`config.mk`:
```
export PLATFORM = sky130hd
export DESIGN_NAME = csi2_tx_top
export DESIGN_NICKNAME = d
export VERILOG_FILES = /design/src/verilog/csi_pkg.sv /design/src/verilog/csi2_tx_top.sv /design/src/verilog/csi_header_control.sv /design/src/verilog/csi_header_ecc.sv /design/src/verilog/csi_packet_serializer.sv /design/src/verilog/csi_payload_crc.sv /design/src/verilog/raw10_byte_packer.sv
export VERILOG_INCLUDE_DIRS = /design/src /design/src/verilog
export SDC_FILE = /design/constraint.sdc
export NUM_CORES = 1
export LEC_CHECK = 0
export ABC_AREA = 1
export BUFFER_PORTS_ARGS = -buffer_cell sky130_fd_sc_hd__buf_2
export CAP_MARGIN = 20
export CELL_PAD_IN_SITES_DETAIL_PLACEMENT = 2
export CELL_PAD_IN_SITES_GLOBAL_PLACEMENT = 2
export CORE_MARGIN = 5
export CORE_UTILIZATION = 25
export DETAILED_ROUTE_END_ITERATION = 10
export PLACE_DENSITY_LB_ADDON = 0.1
export SLEW_MARGIN = 15
export SYNTH_ARGS = -nofsm -noshare
export SYNTH_HDL_FRONTEND = slang
export SYNTH_HIERARCHICAL = 1
export SYNTH_SLANG_ARGS = --single-unit
```
`constraint.sdc`:
```
create_clock -name clock_camera_byte -period 3.1 [get_ports clock_camera_byte]
set_input_delay 0 -clock clock_camera_byte [delete_from_list [all_inputs] [get_ports clock_camera_byte]]
set_output_delay 0 -clock clock_camera_byte [all_outputs]
set_load 0.05 [all_outputs]
```
`src/verilog/csi_params.svh`:
```
`ifndef CSI_PARAMS_SVH
`define CSI_PARAMS_SVH

// active pixels per line, must be a multiple of four
`define CSI_IMAGE_X_SIZE 8

// RAW10 payload bytes per line: four pixels pack into five bytes
`define CSI_WORD_COUNT ((`CSI_IMAGE_X_SIZE) * 5 / 4)

// payload byte buffer in front of the packet serializer
`define CSI_BYTE_FIFO_DEPTH 16

`endif

```
`src/verilog/csi_pkg.sv`:
```
package csi_pkg;

    // CSI-2 data identifiers used by this transmitter
    typedef enum logic [5:0] {
        frame_start = 6'h00,
        frame_end   = 6'h01,
        raw10       = 6'h2b
    } csi_data_type_e;

    // 24 header bits ahead of the ECC byte
    typedef struct packed {
        logic [1:0]     vc;
        csi_data_type_e dt;
        logic [15:0]    wc;
    } csi_packet_hdr_t;

    // camera timing levels plus pixel strobe
    typedef struct packed {
        logic       frame_valid;
        logic       line_valid;
        logic       pixel_valid;
        logic [9:0] data;
    } pixel_beat_t;

    typedef struct packed {
        logic       valid;
        logic [7:0] data;
    } byte_beat_t;

    // outgoing packet byte stream
    typedef struct packed {
        logic       valid;
        logic       first;
        logic       last;
        logic [7:0] data;
    } csi_out_t;

    typedef enum logic [1:0] {
        idle,
        header,
        payload,
        crc
    } serializer_state_e;

endpackage

```
`src/verilog/csi2_tx_top.sv`:
```
`timescale 1ns/1ns

module csi2_tx_top import csi_pkg::*; (
    input  logic        clock_camera_byte,
    input  logic        reset_camera_byte_n,
    input  pixel_beat_t pixel_i,
    output csi_out_t    packet_o
);

    logic            frame_start_pulse;
    logic            frame_end_pulse;
    logic            line_start_pulse;
    byte_beat_t      packed_byte;
    csi_packet_hdr_t hdr;
    logic            hdr_valid;
    logic            busy;

    raw10_byte_packer u_packer (
        .clock_camera_byte   (clock_camera_byte),
        .reset_camera_byte_n (reset_camera_byte_n),
        .pixel_i             (pixel_i),
        .frame_start_o       (frame_start_pulse),
        .frame_end_o         (frame_end_pulse),
        .line_start_o        (line_start_pulse),
        .byte_o              (packed_byte)
    );

    // packet type and word count selection
    csi_header_control u_header_control (
        .clock_camera_byte   (clock_camera_byte),
        .reset_camera_byte_n (reset_camera_byte_n),
        .frame_start_i       (frame_start_pulse),
        .frame_end_i         (frame_end_pulse),
        .line_start_i        (line_start_pulse),
        .busy_i              (busy),
        .hdr_o               (hdr),
        .hdr_valid_o         (hdr_valid)
    );

    csi_packet_serializer u_serializer (
        .clock_camera_byte   (clock_camera_byte),
        .reset_camera_byte_n (reset_camera_byte_n),
        .hdr_i               (hdr),
        .hdr_valid_i         (hdr_valid),
        .byte_i              (packed_byte),
        .busy_o              (busy),
        .packet_o            (packet_o)
    );

endmodule

```
`src/verilog/csi_header_control.sv`:
```
`timescale 1ns/1ns
`include "csi_params.svh"

module csi_header_control import csi_pkg::*; (
    input  logic            clock_camera_byte,
    input  logic            reset_camera_byte_n,
    input  logic            frame_start_i,
    input  logic            frame_end_i,
    input  logic            line_start_i,
    input  logic            busy_i,
    output csi_packet_hdr_t hdr_o,
    output logic            hdr_valid_o
);

    logic fs_pend_q;
    logic ls_pend_q;
    logic fe_pend_q;
    logic fs_req;
    logic ls_req;
    logic fe_req;
    logic can_issue;
    logic pick_fs;
    logic pick_ls;
    logic pick_fe;

    assign fs_req = fs_pend_q | frame_start_i;
    assign ls_req = ls_pend_q | line_start_i;
    assign fe_req = fe_pend_q | frame_end_i;

    // busy only rises after the strobe, so skip the strobe cycle itself
    assign can_issue = ~busy_i & ~hdr_valid_o;

    // oldest first: a pending frame end precedes the next frame start,
    // otherwise frame start, then lines, then frame end
    assign pick_fe = can_issue & fe_req & (fs_req | ~ls_req);
    assign pick_fs = can_issue & fs_req & ~fe_req;
    assign pick_ls = can_issue & ls_req & ~fs_req;

    always_ff @(posedge clock_camera_byte or negedge reset_camera_byte_n) begin
        if (!reset_camera_byte_n) begin
            fs_pend_q   <= 1'b0;
            ls_pend_q   <= 1'b0;
            fe_pend_q   <= 1'b0;
            hdr_valid_o <= 1'b0;
        end else begin
            fs_pend_q   <= fs_req & ~pick_fs;
            ls_pend_q   <= ls_req & ~pick_ls;
            fe_pend_q   <= fe_req & ~pick_fe;
            hdr_valid_o <= pick_fs | pick_ls | pick_fe;
        end
    end

    always_ff @(posedge clock_camera_byte) begin
        hdr_o.vc <= 2'd0;
        if (pick_fe) begin
            hdr_o.dt <= frame_end;
            hdr_o.wc <= 16'd0;
        end else if (pick_fs) begin
            hdr_o.dt <= frame_start;
            hdr_o.wc <= 16'd0;
        end else if (pick_ls) begin
            hdr_o.dt <= raw10;
            hdr_o.wc <= 16'(`CSI_WORD_COUNT);
        end
    end

endmodule

```
`src/verilog/csi_header_ecc.sv`:
```
`timescale 1ns/1ns

module csi_header_ecc import csi_pkg::*; (
    input  csi_packet_hdr_t hdr_i,
    output logic [7:0]      ecc_o
);

    logic [23:0] d;
    logic [5:0]  p;

    // wire order: data identifier in bits 7:0, word count above it
    assign d = {hdr_i.wc, hdr_i.vc, hdr_i.dt};

    assign p[0] = d[0] ^ d[1] ^ d[2] ^ d[4] ^ d[5] ^ d[7] ^ d[10] ^ d[11] ^
                  d[13] ^ d[16] ^ d[20] ^ d[21] ^ d[22] ^ d[23];

    assign p[1] = d[0] ^ d[1] ^ d[3] ^ d[4] ^ d[6] ^ d[8] ^ d[10] ^ d[12] ^
                  d[14] ^ d[17] ^ d[20] ^ d[21] ^ d[22] ^ d[23];

    assign p[2] = d[0] ^ d[2] ^ d[3] ^ d[5] ^ d[6] ^ d[9] ^ d[11] ^ d[12] ^
                  d[15] ^ d[18] ^ d[20] ^ d[21] ^ d[22];

    assign p[3] = d[1] ^ d[2] ^ d[3] ^ d[7] ^ d[8] ^ d[9] ^ d[13] ^ d[14] ^
                  d[15] ^ d[19] ^ d[20] ^ d[21] ^ d[23];

    assign p[4] = d[4] ^ d[5] ^ d[6] ^ d[7] ^ d[8] ^ d[9] ^ d[16] ^ d[17] ^
                  d[18] ^ d[19] ^ d[20] ^ d[22] ^ d[23];

    assign p[5] = d[10] ^ d[11] ^ d[12] ^ d[13] ^ d[14] ^ d[15] ^ d[16] ^
                  d[17] ^ d[18] ^ d[19] ^ d[21] ^ d[22] ^ d[23];

    // the two spare bits stay zero
    assign ecc_o = {2'b00, p};

endmodule

```
`src/verilog/csi_packet_serializer.sv`:
```
`timescale 1ns/1ns
`include "csi_params.svh"

module csi_packet_serializer import csi_pkg::*; (
    input  logic            clock_camera_byte,
    input  logic            reset_camera_byte_n,
    input  csi_packet_hdr_t hdr_i,
    input  logic            hdr_valid_i,
    input  byte_beat_t      byte_i,
    output logic            busy_o,
    output csi_out_t        packet_o
);

    localparam int FIFO_DEPTH = `CSI_BYTE_FIFO_DEPTH;
    localparam int FIFO_AW    = $clog2(FIFO_DEPTH);

    logic [7:0]         fifo_mem [FIFO_DEPTH];
    logic [FIFO_AW-1:0] wr_ptr_q;
    logic [FIFO_AW-1:0] rd_ptr_q;
    logic [FIFO_AW:0]   fifo_count_q;
    logic               fifo_empty;
    logic               push;
    logic               pop;

    serializer_state_e  state_q;
    csi_packet_hdr_t    hdr_q;
    logic [1:0]         index_q;
    logic [15:0]        remaining_q;
    logic               short_packet;
    logic [7:0]         ecc;
    logic [7:0]         header_byte;
    logic [15:0]        crc_value;

    // payload buffer, written in every state
    assign push       = byte_i.valid;
    assign fifo_empty = (fifo_count_q == '0);
    assign pop        = (state_q == payload) & ~fifo_empty;

    always_ff @(posedge clock_camera_byte or negedge reset_camera_byte_n) begin
        if (!reset_camera_byte_n) begin
            wr_ptr_q     <= '0;
            rd_ptr_q     <= '0;
            fifo_count_q <= '0;
        end else begin
            if (push) begin
                wr_ptr_q <= (wr_ptr_q == FIFO_AW'(FIFO_DEPTH - 1)) ? '0 : wr_ptr_q + 1'b1;
            end
            if (pop) begin
                rd_ptr_q <= (rd_ptr_q == FIFO_AW'(FIFO_DEPTH - 1)) ? '0 : rd_ptr_q + 1'b1;
            end
            fifo_count_q <= fifo_count_q + (FIFO_AW + 1)'(push) - (FIFO_AW + 1)'(pop);
        end
    end

    always_ff @(posedge clock_camera_byte) begin
        if (push) begin
            fifo_mem[wr_ptr_q] <= byte_i.data;
        end
        if (hdr_valid_i && (state_q == idle)) begin
            hdr_q <= hdr_i;
        end
    end

    assign short_packet = (hdr_q.wc == 16'd0);
    assign busy_o       = (state_q != idle);

    always_ff @(posedge clock_camera_byte or negedge reset_camera_byte_n) begin
        if (!reset_camera_byte_n) begin
            state_q     <= idle;
            index_q     <= 2'd0;
            remaining_q <= 16'd0;
        end else begin
            case (state_q)
                idle: begin
                    if (hdr_valid_i) begin
                        state_q <= header;
                        index_q <= 2'd0;
                    end
                end
                header: begin
                    index_q <= index_q + 2'd1;
                    if (index_q == 2'd3) begin
                        state_q     <= short_packet ? idle : payload;
                        remaining_q <= hdr_q.wc;
                    end
                end
                payload: begin
                    // payload rate follows the packer, one byte per pop
                    if (pop) begin
                        remaining_q <= remaining_q - 16'd1;
                        if (remaining_q == 16'd1) begin
                            state_q <= crc;
                            index_q <= 2'd0;
                        end
                    end
                end
                default: begin
                    index_q <= index_q + 2'd1;
                    if (index_q == 2'd1) begin
                        state_q <= idle;
                    end
                end
            endcase
        end
    end

    csi_header_ecc u_header_ecc (
        .hdr_i (hdr_q),
        .ecc_o (ecc)
    );

    csi_payload_crc u_payload_crc (
        .clock_camera_byte   (clock_camera_byte),
        .reset_camera_byte_n (reset_camera_byte_n),
        .clear_i             (hdr_valid_i),
        .byte_valid_i        (pop),
        .byte_i              (fifo_mem[rd_ptr_q]),
        .crc_o               (crc_value)
    );

    // header byte order: data id, wc low, wc high, ecc
    always_comb begin
        case (index_q)
            2'd0: header_byte = {hdr_q.vc, hdr_q.dt};
            2'd1: header_byte = hdr_q.wc[7:0];
            2'd2: header_byte = hdr_q.wc[15:8];
            default: header_byte = ecc;
        endcase
    end

    always_comb begin
        packet_o = '0;
        case (state_q)
            header: begin
                packet_o.valid = 1'b1;
                packet_o.first = (index_q == 2'd0);
                packet_o.last  = (index_q == 2'd3) & short_packet;
                packet_o.data  = header_byte;
            end
            payload: begin
                packet_o.valid = ~fifo_empty;
                packet_o.data  = fifo_mem[rd_ptr_q];
            end
            crc: begin
                // checksum low byte goes out first
                packet_o.valid = 1'b1;
                packet_o.last  = (index_q == 2'd1);
                packet_o.data  = (index_q == 2'd0) ? crc_value[7:0] : crc_value[15:8];
            end
            default: begin
            end
        endcase
    end

endmodule

```
`src/verilog/csi_payload_crc.sv`:
```
`timescale 1ns/1ns

module csi_payload_crc (
    input  logic        clock_camera_byte,
    input  logic        reset_camera_byte_n,
    input  logic        clear_i,
    input  logic        byte_valid_i,
    input  logic [7:0]  byte_i,
    output logic [15:0] crc_o
);

    // one byte through the reflected polynomial, lsb first
    function automatic logic [15:0] crc_next(input logic [15:0] crc_in,
                                             input logic [7:0] data);
        logic [15:0] c;
        c = crc_in;
        for (int i = 0; i < 8; i++) begin
            if (c[0] ^ data[i]) begin
                c = (c >> 1) ^ 16'h8408;
            end else begin
                c = c >> 1;
            end
        end
        return c;
    endfunction

    always_ff @(posedge clock_camera_byte or negedge reset_camera_byte_n) begin
        if (!reset_camera_byte_n) begin
            crc_o <= 16'hffff;
        end else if (clear_i) begin
            crc_o <= 16'hffff;
        end else if (byte_valid_i) begin
            crc_o <= crc_next(crc_o, byte_i);
        end
    end

endmodule

```
`src/verilog/raw10_byte_packer.sv`:
```
`timescale 1ns/1ns

module raw10_byte_packer import csi_pkg::*; (
    input  logic        clock_camera_byte,
    input  logic        reset_camera_byte_n,
    input  pixel_beat_t pixel_i,
    output logic        frame_start_o,
    output logic        frame_end_o,
    output logic        line_start_o,
    output byte_beat_t  byte_o
);

    logic       frame_valid_q;
    logic       line_valid_q;
    logic [1:0] pixel_count_q;
    logic       lsb_pending_q;
    logic       byte_valid_q;
    logic [7:0] byte_data_q;
    logic [7:0] lsb_acc_q;
    logic       pixel_strobe;

    // a pixel only counts inside an active line of an active frame
    assign pixel_strobe = pixel_i.pixel_valid & pixel_i.line_valid & pixel_i.frame_valid;

    always_ff @(posedge clock_camera_byte or negedge reset_camera_byte_n) begin
        if (!reset_camera_byte_n) begin
            frame_valid_q <= 1'b0;
            line_valid_q  <= 1'b0;
            frame_start_o <= 1'b0;
            frame_end_o   <= 1'b0;
            line_start_o  <= 1'b0;
            pixel_count_q <= 2'd0;
            lsb_pending_q <= 1'b0;
            byte_valid_q  <= 1'b0;
        end else begin
            frame_valid_q <= pixel_i.frame_valid;
            line_valid_q  <= pixel_i.line_valid;

            // edge events, one cycle after the level change
            frame_start_o <= pixel_i.frame_valid & ~frame_valid_q;
            frame_end_o   <= ~pixel_i.frame_valid & frame_valid_q;
            line_start_o  <= pixel_i.line_valid & ~line_valid_q;

            // group position restarts with every line
            if (!pixel_i.line_valid) begin
                pixel_count_q <= 2'd0;
            end else if (pixel_strobe) begin
                pixel_count_q <= pixel_count_q + 2'd1;
            end

            lsb_pending_q <= pixel_strobe && (pixel_count_q == 2'd3);
            byte_valid_q  <= pixel_strobe | lsb_pending_q;
        end
    end

    always_ff @(posedge clock_camera_byte) begin
        if (pixel_strobe) begin
            // low bits gathered per group, pixel 0 in the lowest slot
            case (pixel_count_q)
                2'd0: lsb_acc_q[1:0] <= pixel_i.data[1:0];
                2'd1: lsb_acc_q[3:2] <= pixel_i.data[1:0];
                2'd2: lsb_acc_q[5:4] <= pixel_i.data[1:0];
                default: lsb_acc_q[7:6] <= pixel_i.data[1:0];
            endcase
        end

        // the pixel rule leaves the cycle after pixel 3 free for the LSB byte
        if (lsb_pending_q) begin
            byte_data_q <= lsb_acc_q;
        end else begin
            byte_data_q <= pixel_i.data[9:2];
        end
    end

    assign byte_o.valid = byte_valid_q;
    assign byte_o.data  = byte_data_q;

endmodule
```
==> impl_metrics.csv <==
group,metric,value,unit
run_status,outcome,"completed",
placed_design,place_inst,2185,
route,ant_nets,0,
timing,slew_violations,0,
floorplanning,start_util,0.251,
timing,fin_tns_setup,0,ns
timing,max_freq,357,MHz
logic_synthesis,synthArstFlopShare,0.267,
global_route,grt_first_pass_wirelength,63200,um
timing,worst_slew_pin_slew,1.01,ns
cts,cts-root-buf,"clkbuf_16",
critical_path,worstReg2RegEnd,"u_serializer/u_payload_crc/crc_o[3]",
global_route,gr-total-overflow,0,
logic_synthesis,ys_ff_latch,232,
pwr,irDropWorstVdd,0.000433,V
critical_path,reg2reg_slack,0.57,ns
critical_path,critPathSlowestCell,"dfrtp_2",
logic_synthesis,synth_top_area_frac,0.384,
route,firstDrtPassIters,4,
timing,finalCritPeriodShare,0.904,
floorplanning,dieArea,54600,sq um
pwr,switching_share,0.456,
critical_path,crit_type,"register to output port",
floorplanning,ios,26,
route,avgViaCountPerCell,4.31,
floorplanning,fp.dieW,234,um
critical_path,rr_worst_depth,19,
route,vias,9711,
critical_path,cp-end-kind,"output port",
floorplanning,rows,82,
final_layout,utilization,0.288,
floorplanning,core-area,49900,sq um
final_layout,drive_gt1_frac,0.108,
critical_path,worstSetupEndpoint,"packet_o[2]",
global_route,grt_max_degree,48,
cts,cts_buffers,30,
logic_synthesis,postSynthCellCount,1514,
critical_path,r2r_start,"u_serializer/rd_ptr_q[0]",
logic_synthesis,synth_cell_type_count,44,
logic_synthesis,netlist_area,12500,sq um
cts,cts_buffer_depth,3,
logic_synthesis,synth.cells.most_frequent,"518 x nand2_1, 215 x inv_1, 160 x edfxtp_1, 137 x nand3_1, 110 x nor2_1",
logic_synthesis,avgSynthCellArea,8.27,sq um
cts,htreeDepth,1,
pwr,pwr-share-seq,0.318,
logic_synthesis,yosys_warnings,6,
cts,cts_tree,"yes",
logic_synthesis,synth_most_common_cell,"nand2_1",
pwr,internal-power,7.68,mW
pwr,switching_power,6.44,mW
route,routed_wirelength,40300,um
timing,fin_crit,2.80,ns
pwr,power_frac_comb,0.447,
route,drt_iter0_drc,339,
critical_path,crit_chain,"inv_2, buf_12, nand2_1, nand3_1, nand2_1, nand2_1, nand2_1, clkinv_1, nand2_1, nand2_1, nand3_1, buf_2",
pwr,clkPwrFrac,0.235,
timing,fin_skew,0.0107,ns
cts,cts_setup_buffers,0,
final_layout,n_antenna_cell,0,
cts,clock-sinks,232,
placed_design,gp_congestion,0.739,
logic_synthesis,synth-edff-count,160,
route,wl_per_cell,17.9,um
critical_path,required,3.10,ns
logic_synthesis,synth_ff_type,"edfxtp_1",
placed_design,place_hpwl,28000,um
logic_synthesis,synth_top_cells_by_area,"edfxtp_1 38%, nand2_1 16%, dfrtp_1 9.2%, inv_1 6.4%, nand3_1 5.5%",
timing,setup_violations,0,
logic_synthesis,synth_top_cell_by_area,"edfxtp_1",
timing,max_slew_margin,0.325,
global_route,grt_pass1_vias,10700,
cts,cts_resized,0,
cts,clkLatencyLatePin,0.58,ns
final_layout,area_growth,14.8,%
final_layout,final_cell_count_no_fill,2255,
placed_design,io_buffers,25,
timing,hold_violations,0,
critical_path,critPathLaunchType,"register",
timing,rsz0062_at_grt,"false",
logic_synthesis,seq_area_frac_synth,0.525,
critical_path,crit_fanout,47,
pwr,power.leakage,6.64,nW
floorplanning,die_h,234,um
route,route.detailed.drc,0,
final_layout,finalNetCount,1596,
global_route,grt_use_total,0.149,
cts,clk_pin_slew,0.06,ns
critical_path,arrival,2.80,ns
critical_path,critPathMaxStageDelay,0.67,ns
pwr,p_per_area,983,nW/um^2
global_route,antenna_found_initial,1,
hold_path,hold_path.class,"primary input to async pin",
critical_path,crit_path_frequent_cell,"nand2_1",
critical_path,worstSetupStartpoint,"u_serializer/rd_ptr_q[0]",
run,cap_viol_max_count,0,
## per-layer routing
| layer | global-route usage | share of wire | vias up | wire (um) |
|---|---|---|---|---|
| li1 | - | - | 4800 | - |
| met1 | 0.209 | 0.49 | 4790 | 19800 |
| met2 | 0.252 | 0.47 | 79 | 19100 |
| met3 | 0.0185 | 0.024 | 42 | 987 |
| met4 | 0.0275 | 0.012 | 0 | 503 |
| met5 | 0 | 0 | - | 0 |
## cell usage in the layout (no fill, tap or decap), types with 2 or more instances in the layout
cell type	Yosys	final
nand3b_1	3	3
o21ai_0	21	21
nor3_1	8	8
clkinv_1	3	10
conb_1	2	20
nor2_4	3	3
o211ai_1	7	7
dfrtp_1	46	45
nand2_4	2	2
buf_2	19	24
nand2_2	17	17
a21oi_1	26	26
nand3_1	137	137
a22oi_1	2	2
inv_1	215	215
nand2_1	518	518
nor2_2	3	4
ha_1	21	21
edfxtp_1	160	160
clkbuf_16	0	30
o221ai_1	4	4
dfstp_2	16	16
xor2_1	23	23
clkbuf_1	8	7
o22ai_1	5	5
inv_2	28	28
clkinv_2	0	7
clkbuf_8	0	2
a31oi_1	5	5
xnor2_2	2	2
nand4_1	6	6
dlygate4sd3_1	0	14
xnor2_1	13	13
dfxtp_1	10	10
nand3_2	4	4
nor2_1	110	109
buf_4	34	24
o21ai_1	18	18
## registers in the layout, indices dropped and copies added, names as in the netlist, 2 cells and up
register	flops
u_serializer/fifo_mem	128
u_serializer/hdr_q	24
u_serializer/remaining_q	16
u_serializer/u_payload_crc/crc_o	16
u_packer/byte_data_q	8
u_packer/lsb_acc_q	8
u_serializer/fifo_count_q	5
u_serializer/rd_ptr_q	4
u_serializer/wr_ptr_q	4
u_header_control/hdr_o	2
u_packer/pixel_count_q	2
u_serializer/index_q	2
u_serializer/state_q	2
## how the worst min path moves through the flow
stage	from	to	slack (ns)	depth (start not counted)
4_1_cts	reset_camera_byte_n	u_packer/pixel_count_q[1]	0.02	2
3_3_place_gp	reset_camera_byte_n	u_packer/lsb_pending_q	0.11	1
5_1_grt	reset_camera_byte_n	u_packer/pixel_count_q[1]	0.07	2
2_1_floorplan	reset_camera_byte_n	u_header_control/fe_pend_q	-0.30	0
3_5_place_dp	reset_camera_byte_n	u_packer/lsb_pending_q	0.11	1
6_report	reset_camera_byte_n	u_packer/lsb_pending_q	0.009	2
## logic make-up after synthesis
logic type,Yosys count,share of synthesized area
AO/OA/AOI/OAI,90,0.0404
XOR/XNOR,39,0.0291
adder cells (fa/ha/maj),22,0.0226
buffers and inverters,315,0.110
flip-flops,232,0.525
other,2,0.000600
AND/OR/NAND/NOR,814,0.271
## critical path: cells and delay by family, from the launching register on
family | cells | cell delay, ns
flops | 1 | 0.67
buf+inv | 4 | 0.70
simple gates | 8 | 0.82
## repair_timing
action,4_1_cts,5_1_grt
hold buffers,14,0
hold endpoints to repair,78,0
endpoints found under the setup margin,0,0
## final cells by class
type / count / area, sq um
clock buffers: 39 / 805
well taps: 672 / 841
multi-input cells: 985 / 4630
inverters: 247 / 930
flip-flops and latches: 232 / 6580
repair buffers: 63 / 460
fillers: 5815 / 35500
clock inverters: 17 / 129
## per-stage QoR
step	hold WS [ns]	area (sq um)	power [mW]	setup slack [ns]
after floorplan	-0.296	12600	9.03	0.901
after global placement	0.114	13300	10.9	0.609
after detailed placement	0.111	13300	11.1	0.542
after CTS	0.0162	14400	14.5	0.179
after global routing	0.0695	14400	15.4	0.0355
final	0.00867	14400	14.1	0.297
## power by group through the flow
stage               clock network (mW)  logic, mW  registers (mW)
finish                            3.31       6.31            4.49
floorplan                            0       4.77            4.26
global placement                     0       6.34            4.56
CTS                               3.47       6.51            4.52
global route                      3.59       7.18            4.59
detailed placement                   0       6.47            4.58
Power figures use the tool's default switching activity.
